$ cat src/core_pkg.sv
////////////////////////////////////////
// Core package
// Widths, opcode and ALU enums, decode, retirement and trace records
////////////////////////////////////////

package core_pkg;

  localparam int unsigned XLEN     = 32;
  localparam int unsigned NUM_REGS = 32;
  localparam int unsigned REG_AW   = $clog2(NUM_REGS);
  localparam int unsigned DELTA_W  = 16;

  localparam logic [XLEN-1:0] BOOT_PC = 32'h0000_0080;

  typedef enum logic [3:0] {
    ALU_ADD,
    ALU_SUB,
    ALU_AND,
    ALU_OR,
    ALU_XOR,
    ALU_SLL,
    ALU_SRL,
    ALU_SLT,
    ALU_PASS_B
  } alu_op_e;

  // Major opcodes, instr[6:0]
  typedef enum logic [6:0] {
    OPC_OP     = 7'b0110011,
    OPC_OP_IMM = 7'b0010011,
    OPC_LUI    = 7'b0110111
  } opcode_e;

  typedef struct packed {
    alu_op_e           alu_op;
    logic [REG_AW-1:0] rs1_addr;
    logic [REG_AW-1:0] rs2_addr;
    logic [REG_AW-1:0] rd_addr;
    logic [XLEN-1:0]   imm;
    logic              use_imm;
    logic              rf_we;
    logic              illegal;
  } decode_t;

  typedef struct packed {
    logic              valid;
    logic [63:0]       order;
    logic [31:0]       insn;
    logic              trap;
    logic [REG_AW-1:0] rs1_addr;
    logic [REG_AW-1:0] rs2_addr;
    logic [XLEN-1:0]   rs1_rdata;
    logic [XLEN-1:0]   rs2_rdata;
    logic [REG_AW-1:0] rd_addr;
    logic [XLEN-1:0]   rd_wdata;
    logic [XLEN-1:0]   pc_rdata;
    logic [XLEN-1:0]   pc_wdata;
  } retire_t;

  typedef struct packed {
    logic [63:0]       order;
    logic [XLEN-1:0]   pc;
    logic [31:0]       insn;
    logic              trap;
    logic [REG_AW-1:0] rd_addr;
    logic [XLEN-1:0]   rd_wdata;
    logic [DELTA_W-1:0] delta;
  } trace_pkt_t;

endpackage

$ cat src/core_alu.sv
////////////////////////////////////////
// ALU for the supported RV32I subset
////////////////////////////////////////

`timescale 1ns/10ps

module core_alu (
  input  core_pkg::alu_op_e         op_i,
  input  logic [core_pkg::XLEN-1:0] a_i,
  input  logic [core_pkg::XLEN-1:0] b_i,
  output logic [core_pkg::XLEN-1:0] result_o
);

  logic [4:0] shamt;
  logic       lt;

  assign shamt = b_i[4:0];
  assign lt    = $signed(a_i) < $signed(b_i);

  always_comb begin
    unique case (op_i)
      core_pkg::ALU_ADD:    result_o = a_i + b_i;
      core_pkg::ALU_SUB:    result_o = a_i - b_i;
      core_pkg::ALU_AND:    result_o = a_i & b_i;
      core_pkg::ALU_OR:     result_o = a_i | b_i;
      core_pkg::ALU_XOR:    result_o = a_i ^ b_i;
      core_pkg::ALU_SLL:    result_o = a_i << shamt;
      core_pkg::ALU_SRL:    result_o = a_i >> shamt;
      core_pkg::ALU_SLT:    result_o = {{(core_pkg::XLEN-1){1'b0}}, lt};
      core_pkg::ALU_PASS_B: result_o = b_i;
      default:              result_o = '0;
    endcase
  end

endmodule

$ cat src/core_decoder.sv
////////////////////////////////////////
// Instruction decoder
// Picks ALU operation, operands and immediate
////////////////////////////////////////

`timescale 1ns/10ps

module core_decoder (
  input  logic [31:0]      instr_i,
  output core_pkg::decode_t dec_o
);

  core_pkg::opcode_e opcode;
  logic [2:0]        funct3;
  logic [6:0]        funct7;

  assign opcode = core_pkg::opcode_e'(instr_i[6:0]);
  assign funct3 = instr_i[14:12];
  assign funct7 = instr_i[31:25];

  always_comb begin
    dec_o          = '0;
    dec_o.alu_op   = core_pkg::ALU_ADD;
    dec_o.rs1_addr = instr_i[19:15];
    dec_o.rs2_addr = instr_i[24:20];
    dec_o.rd_addr  = instr_i[11:7];
    dec_o.rf_we    = 1'b1;

    unique case (opcode)
      core_pkg::OPC_OP: begin
        if (funct7 == 7'b0000000) begin
          unique case (funct3)
            3'b000:  dec_o.alu_op = core_pkg::ALU_ADD;
            3'b001:  dec_o.alu_op = core_pkg::ALU_SLL;
            3'b010:  dec_o.alu_op = core_pkg::ALU_SLT;
            3'b100:  dec_o.alu_op = core_pkg::ALU_XOR;
            3'b101:  dec_o.alu_op = core_pkg::ALU_SRL;
            3'b110:  dec_o.alu_op = core_pkg::ALU_OR;
            3'b111:  dec_o.alu_op = core_pkg::ALU_AND;
            default: dec_o.illegal = 1'b1;
          endcase
        end else if (funct7 == 7'b0100000 && funct3 == 3'b000) begin
          dec_o.alu_op = core_pkg::ALU_SUB;
        end else begin
          dec_o.illegal = 1'b1;
        end
      end
      core_pkg::OPC_OP_IMM: begin
        dec_o.use_imm  = 1'b1;
        dec_o.rs2_addr = '0;
        dec_o.imm      = {{20{instr_i[31]}}, instr_i[31:20]};
        unique case (funct3)
          3'b000:  dec_o.alu_op = core_pkg::ALU_ADD;
          3'b100:  dec_o.alu_op = core_pkg::ALU_XOR;
          3'b110:  dec_o.alu_op = core_pkg::ALU_OR;
          3'b111:  dec_o.alu_op = core_pkg::ALU_AND;
          // SLTI, SLTIU and immediate shifts are not supported
          default: dec_o.illegal = 1'b1;
        endcase
      end
      core_pkg::OPC_LUI: begin
        dec_o.alu_op   = core_pkg::ALU_PASS_B;
        dec_o.use_imm  = 1'b1;
        dec_o.rs1_addr = '0;
        dec_o.rs2_addr = '0;
        dec_o.imm      = {instr_i[31:12], 12'b0};
      end
      default: dec_o.illegal = 1'b1;
    endcase

    if (dec_o.illegal) begin
      dec_o.rf_we = 1'b0;
    end
  end

endmodule

$ cat src/core_regfile.sv
////////////////////////////////////////
// Flip-flop register file
// Two read ports, one write port, x0 tied to zero
////////////////////////////////////////

`timescale 1ns/10ps

module core_regfile (
  input  logic                        clk_i,
  input  logic                        rst_n_i,
  input  logic [core_pkg::REG_AW-1:0] raddr_a_i,
  input  logic [core_pkg::REG_AW-1:0] raddr_b_i,
  output logic [core_pkg::XLEN-1:0]   rdata_a_o,
  output logic [core_pkg::XLEN-1:0]   rdata_b_o,
  input  logic                        we_i,
  input  logic [core_pkg::REG_AW-1:0] waddr_i,
  input  logic [core_pkg::XLEN-1:0]   wdata_i
);

  logic [core_pkg::XLEN-1:0] regs [core_pkg::NUM_REGS];

  assign regs[0] = '0;

  for (genvar i = 1; i < core_pkg::NUM_REGS; i++) begin : g_reg
    always_ff @(posedge clk_i) begin
      if (!rst_n_i) begin
        regs[i] <= '0;
      end else if (we_i && waddr_i == i) begin
        regs[i] <= wdata_i;
      end
    end
  end

  assign rdata_a_o = regs[raddr_a_i];
  assign rdata_b_o = regs[raddr_b_i];

endmodule

$ cat src/core_top.sv
////////////////////////////////////////
// Execute core
// Runs one instruction per strobe and registers its retirement record
////////////////////////////////////////

`timescale 1ns/10ps

module core_top (
  input  logic              clk_i,
  input  logic              rst_n_i,
  input  logic              instr_valid_i,
  input  logic [31:0]       instr_i,
  output core_pkg::retire_t retire_o
);

  core_pkg::decode_t         dec;
  core_pkg::retire_t         retire_d;
  core_pkg::retire_t         retire_q;
  logic                      retire_valid_q;

  logic [core_pkg::XLEN-1:0] pc_q;
  logic [63:0]               order_q;

  logic [core_pkg::XLEN-1:0] rs1_rdata;
  logic [core_pkg::XLEN-1:0] rs2_rdata;
  logic [core_pkg::XLEN-1:0] alu_b;
  logic [core_pkg::XLEN-1:0] alu_result;
  logic                      rf_we;
  logic                      rd_written;

  core_decoder u_decoder (
    .instr_i (instr_i),
    .dec_o   (dec)
  );

  core_regfile u_regfile (
    .clk_i     (clk_i),
    .rst_n_i   (rst_n_i),
    .raddr_a_i (dec.rs1_addr),
    .raddr_b_i (dec.rs2_addr),
    .rdata_a_o (rs1_rdata),
    .rdata_b_o (rs2_rdata),
    .we_i      (rf_we),
    .waddr_i   (dec.rd_addr),
    .wdata_i   (alu_result)
  );

  assign alu_b = dec.use_imm ? dec.imm : rs2_rdata;

  core_alu u_alu (
    .op_i     (dec.alu_op),
    .a_i      (rs1_rdata),
    .b_i      (alu_b),
    .result_o (alu_result)
  );

  assign rf_we      = instr_valid_i & dec.rf_we;
  // x0 writes are reported as no write
  assign rd_written = dec.rf_we && (dec.rd_addr != '0);

  always_comb begin
    retire_d           = '0;
    retire_d.order     = order_q;
    retire_d.insn      = instr_i;
    retire_d.trap      = dec.illegal;
    retire_d.rs1_addr  = dec.rs1_addr;
    retire_d.rs2_addr  = dec.rs2_addr;
    retire_d.rs1_rdata = rs1_rdata;
    retire_d.rs2_rdata = rs2_rdata;
    retire_d.rd_addr   = rd_written ? dec.rd_addr : '0;
    retire_d.rd_wdata  = rd_written ? alu_result : '0;
    retire_d.pc_rdata  = pc_q;
    retire_d.pc_wdata  = pc_q + 32'd4;
  end

  always_ff @(posedge clk_i) begin
    if (!rst_n_i) begin
      pc_q           <= core_pkg::BOOT_PC;
      order_q        <= '0;
      retire_valid_q <= 1'b0;
    end else begin
      retire_valid_q <= instr_valid_i;
      if (instr_valid_i) begin
        pc_q    <= pc_q + 32'd4;
        order_q <= order_q + 64'd1;
      end
    end
  end

  always_ff @(posedge clk_i) begin
    if (instr_valid_i) begin
      retire_q <= retire_d;
    end
  end

  always_comb begin
    retire_o       = retire_q;
    retire_o.valid = retire_valid_q;
  end

endmodule

$ cat src/core_top_tracing.sv
////////////////////////////////////////
// Core with tracer attached
////////////////////////////////////////

`timescale 1ns/10ps

module core_top_tracing (
  input  logic                      clk_i,
  input  logic                      rst_n_i,
  input  logic [core_pkg::XLEN-1:0] hart_id_i,
  input  logic                      instr_valid_i,
  input  logic [31:0]               instr_i,
  output core_pkg::retire_t         retire_o,
  output logic                      trace_valid_o,
  output core_pkg::trace_pkt_t      trace_pkt_o,
  output logic [core_pkg::XLEN-1:0] trace_hart_o
);

  core_top u_core_top (
    .clk_i,
    .rst_n_i,
    .instr_valid_i,
    .instr_i,
    .retire_o
  );

  // Tracer watches the retirement record
  instr_tracer u_instr_tracer (
    .clk_i,
    .rst_n_i,
    .hart_id_i,
    .retire_i (retire_o),
    .trace_valid_o,
    .trace_pkt_o,
    .trace_hart_o
  );

endmodule

$ cat src/instr_tracer.sv
////////////////////////////////////////
// Instruction tracer
// Packs retirements with cycle deltas
////////////////////////////////////////

`timescale 1ns/10ps

module instr_tracer (
  input  logic                      clk_i,
  input  logic                      rst_n_i,
  input  logic [core_pkg::XLEN-1:0] hart_id_i,
  input  core_pkg::retire_t         retire_i,
  output logic                      trace_valid_o,
  output core_pkg::trace_pkt_t      trace_pkt_o,
  output logic [core_pkg::XLEN-1:0] trace_hart_o
);

  logic [core_pkg::XLEN-1:0]    cycle_q;
  logic [core_pkg::XLEN-1:0]    last_q;
  logic                         seen_q;
  logic [core_pkg::XLEN-1:0]    elapsed;
  logic [core_pkg::DELTA_W-1:0] delta;

  assign elapsed = cycle_q - last_q;

  always_comb begin
    if (!seen_q) begin
      delta = '0;
    end else if (|elapsed[core_pkg::XLEN-1:core_pkg::DELTA_W]) begin
      delta = '1;
    end else begin
      delta = elapsed[core_pkg::DELTA_W-1:0];
    end
  end

  always_ff @(posedge clk_i) begin
    if (!rst_n_i) begin
      cycle_q       <= '0;
      last_q        <= '0;
      seen_q        <= 1'b0;
      trace_valid_o <= 1'b0;
    end else begin
      cycle_q       <= cycle_q + 1'b1;
      trace_valid_o <= retire_i.valid;
      if (retire_i.valid) begin
        last_q <= cycle_q;
        seen_q <= 1'b1;
      end
    end
  end

  always_ff @(posedge clk_i) begin
    if (retire_i.valid) begin
      trace_pkt_o.order    <= retire_i.order;
      trace_pkt_o.pc       <= retire_i.pc_rdata;
      trace_pkt_o.insn     <= retire_i.insn;
      trace_pkt_o.trap     <= retire_i.trap;
      trace_pkt_o.rd_addr  <= retire_i.rd_addr;
      trace_pkt_o.rd_wdata <= retire_i.rd_wdata;
      trace_pkt_o.delta    <= delta;
      trace_hart_o         <= hart_id_i;
    end
  end

endmodule

$ cat config.mk
export PLATFORM = sky130hd
export DESIGN_NAME = core_top_tracing
export DESIGN_NICKNAME = d
export VERILOG_FILES = /design/src/core_pkg.sv /design/src/core_alu.sv /design/src/core_decoder.sv /design/src/core_regfile.sv /design/src/core_top.sv /design/src/core_top_tracing.sv /design/src/instr_tracer.sv
export SDC_FILE = /design/constraint.sdc
export NUM_CORES = 2
export LEC_CHECK = 0
export BUFFER_PORTS_ARGS = -buffer_cell sky130_fd_sc_hd__buf_2
export CAP_MARGIN = 20
export CELL_PAD_IN_SITES_DETAIL_PLACEMENT = 1
export CELL_PAD_IN_SITES_GLOBAL_PLACEMENT = 1
export CORE_MARGIN = 3
export CORE_UTILIZATION = 30
export DETAILED_ROUTE_END_ITERATION = 6
export GPL_TIMING_DRIVEN = 1
export PLACE_DENSITY = 0.62
export SLEW_MARGIN = 5
export SYNTH_ARGS = -nofsm -noshare
export SYNTH_HDL_FRONTEND = slang
export SYNTH_SLANG_ARGS = --single-unit
export TNS_END_PERCENT = 10
$ cat constraint.sdc
create_clock -name clk_i -period 8.7 [get_ports clk_i]
set_clock_uncertainty 0.1 [all_clocks]
set_input_delay 0.435 -clock clk_i [delete_from_list [all_inputs] [get_ports clk_i]]
set_output_delay 0.435 -clock clk_i [all_outputs]
set_load 0.02 [all_outputs]
==> results.tsv <==
stage	metric	value	unit
place	routability cong.	0.994	
die	core area	275000	µm²
worst_setup_path	crit path DAT	9.06	ns
global_routing	pin count of the biggest net entering global routing	211	
synth	Synth Area per Inst	9.14	µm²
drt	final WL	457000	µm
cells_and_area	synth-to-layout area growth	20.3	%
synth	EDFF count, synth	480	
cells_and_area	commonest non-fill, non-tap cells in the layout	nor2_1 (1,243), dfxtp_1 (1,152), a211oi_1 (860)	
sta	Min Clock Period, post-route	8.47	ns
sta	Max Clk Rate	0.118	GHz
pwr	switching power	0.00657	W
place	IO Port Bufs	548	
pwr	peak supply drop	0.000189	V
synth	Gate Count Post-Synth	9130	
place	placed insts	13100	
cells_and_area	nets	9868	
sta	total negative slack	0	ns
sta	Fin. Hold Viols	0	
sta	max_slew headroom	6.57	%
sta	Worst Setup Slack, final	0.227	ns
worst_setup_path	CP Launch Type	input port	
pwr	sw frac	31.8	%
die	die area	284000	µm²
sta	final worst-path cycle share	97.4	%
pwr	leakage power	36.3	nW
global_routing	initial antenna violation count	29	
synth	sequential element share of the synthesized area	45.0	%
clocking	H-tree depth	4	
clocking	Clk Latency, worst-skew pair	0.91	ns
clocking	Clock Sinks	1633	
synth	fraction of registers with async set/reset	0	%
pwr	Combinational Power Share	21.1	%
global_routing	global-route usage over all layers	30.6	%
cells_and_area	Non-Filler Instances	13500	
drt	starting DRC count in detailed routing	9983	
synth	mapped cell area	83400	µm²
sta	WHS	0.0713	ns
global_routing	first-pass GRT wire length	635000	µm
clocking	setup bufs post-CTS	0	
die	row cnt	192	
die	Die H	533	µm
drt	detailed-router iteration count before antenna repair	7	
worst_setup_path	CP Class	in -> reg	
sta	Pins Over Slew Limit	0	
pwr	internal power	0.0141	W
status	status	finished with violations	
place	hpwl dp	313000	µm
flow_run	Max-Cap Viols	0	
global_routing	GRT Residual Overflow	0	
drt	vias	82500	
worst_setup_path	CP max FO	30	
global_routing	vias in the first global route	81500	
place	DP Worst Slack	0.232	ns
worst_setup_path	Required @ worst endpoint	9.28	ns
synth	Post-synth top flop	dfxtp_1	
synth	count of different cell masters after synthesis	106	
die	I/O Pins	555	
clocking	Clock Tree Root	clkbuf_16	
pwr	part of the power in registers	39.0	%
drt	routed len/inst	33.8	µm
die	Die X	533	µm
clocking	CTS max path bufs	4	
sta	Slew @ Worst Pin	1.40	ns
hold_path	worst min path class	in -> reg	
sta	final setup fails	0	
clocking	TritonCTS clock tree	done	
clocking	Num CTS Buffers	193	
pwr	Clock power frac	39.9	%
drt	via/cell ratio	6.11	
synth	Synth Warn #	0	
drt	drt drc	7	
worst_setup_path	slowest stage delay, CP	0.89	ns
cells_and_area	most common cell after layout, fill and taps aside	nor2_1	
synth	Yosys reg bits	1633	
drt	Routed Antenna Nets	0	
status	failing checks	design-rule violations	
cells_and_area	share of cells above drive strength 1	19.1	%
die	Starting Density	30.3	%
worst_setup_path	CP max stage cell	o31ai_4	
pwr	pwr dens	206	nW/µm²
worst_setup_path	CP most frequent cell	buf_4	
clocking	Reg clk slew, reported paths	0.05	ns
worst_setup_path	Crit. End Element	flop	
sta	RSZ-0062 raised after global routing	false	
==> worst max-delay path: cells and delay by family <==
family                     cells  cell delay (ns)
AOI/OAI and AO/OA             11             3.25
and+or+nand+nor                9             2.37
buffers and inverters          9             2.59
adders and majority gates      1             0.33
==> Yosys cell counts, drive strengths merged (91+ instances only) <==
library cell / count / area, µm²
o21ai: 592 / 2990
nor2: 1286 / 4840
xor2: 110 / 971
a211oi: 883 / 6740
edfxtp: 480 / 14400
inv: 200 / 751
mux2: 122 / 1370
nand2: 768 / 2890
dfxtp: 1153 / 23100
o22ai: 92 / 576
a221oi: 134 / 1220
mux4: 127 / 2860
buf: 281 / 1410
a21oi: 489 / 2450
nor3: 91 / 480
a31oi: 106 / 663
nand3: 235 / 1180
mux2i: 233 / 2340
ha: 138 / 1730
clkbuf: 597 / 2240
==> metal layers <==
metal | wire length, µm | share of wire [%] | track usage (%)
met5 | 75 | 0.016 | 0
met2 | 198000 | 43 | 46.7
met4 | 32900 | 7.2 | 19.0
met3 | 42000 | 9.2 | 5.87
met1 | 184000 | 40 | 39.9
==> final timing paths <==
path / startpoint / to / slack, ns / depth (start not counted)
max: instr_i[4] / u_core_top.u_regfile.regs[447] / 0.23 / 30
min: instr_i[14] / u_core_top.retire_o[190] / 0.07 / 1
max reg2reg: u_core_top.u_regfile.regs[641] / u_core_top.u_regfile.regs[447] / 1.97 / 22
min reg2reg: u_core_top.order_q[40] / u_core_top.retire_o[248] / 0.33 / 0
==> cell families (layout without fill, tap and decap cells) <==
kind of cell             Yosys count  count (layout)  share of synthesized area (%)
multiplexers                     482             482                           7.89
buffers and inverters           1082            1749                           5.29
flip-flops                      1633            1633                           45.0
XOR/XNOR                         173             173                           1.83
adder cells (fa/ha/maj)          141             141                           2.14
AO/OA/AOI/OAI                   2885            2885                           23.8
other                              1              19                        0.00450
AND/OR/NAND/NOR                 2733            2733                           14.0
==> cell type report <==
class,instances,area (µm²)
diodes,13,32.5
repair buffers,1208,9000
multi-input cells,6420,42200
flip-flops and latches,1633,37500
well taps,3686,4610
clock inverters,60,787
inverters,204,786
clock buffers,277,5470
fillers,31400,175000
==> registers in the layout, indices dropped and copies added (netlist names), 30 cells and up <==
register and count:
u_core_top.u_regfile.regs 992, u_instr_tracer.cycle_q 32, u_core_top.retire_o 268, u_core_top.order_q 64, u_core_top.pc_q 30, u_instr_tracer.trace_pkt_o 180, u_instr_tracer.last_q 32, u_instr_tracer.trace_hart_o 32
==> power groups by stage <==
stage          sequential (W)  clock (W)  combinational, W
5_1_grt               0.00807    0.00867           0.00445
4_1_cts               0.00806    0.00835           0.00424
6_report              0.00806    0.00825           0.00436
2_1_floorplan         0.00834          0           0.00179
3_3_place_gp          0.00822          0           0.00416
3_5_place_dp          0.00823          0           0.00420
==> per-stage QoR <==
step           instance area, µm²  utilization (%)  power, W
3_5_place_dp                93500             34.0    0.0124
3_3_place_gp                93400             33.9    0.0124
2_1_floorplan               83400                -    0.0101
5_1_grt                    100000             36.5    0.0212
6_report                   100000             36.5    0.0207
4_1_cts                    100000             36.5    0.0207
==> what timing repair did <==
item,in CTS,in global routing
resized for setup,0,0
hold buffers,58,0
hold endpoints to repair,94,0
Note: power is estimated with default switching activity, not from simulation.
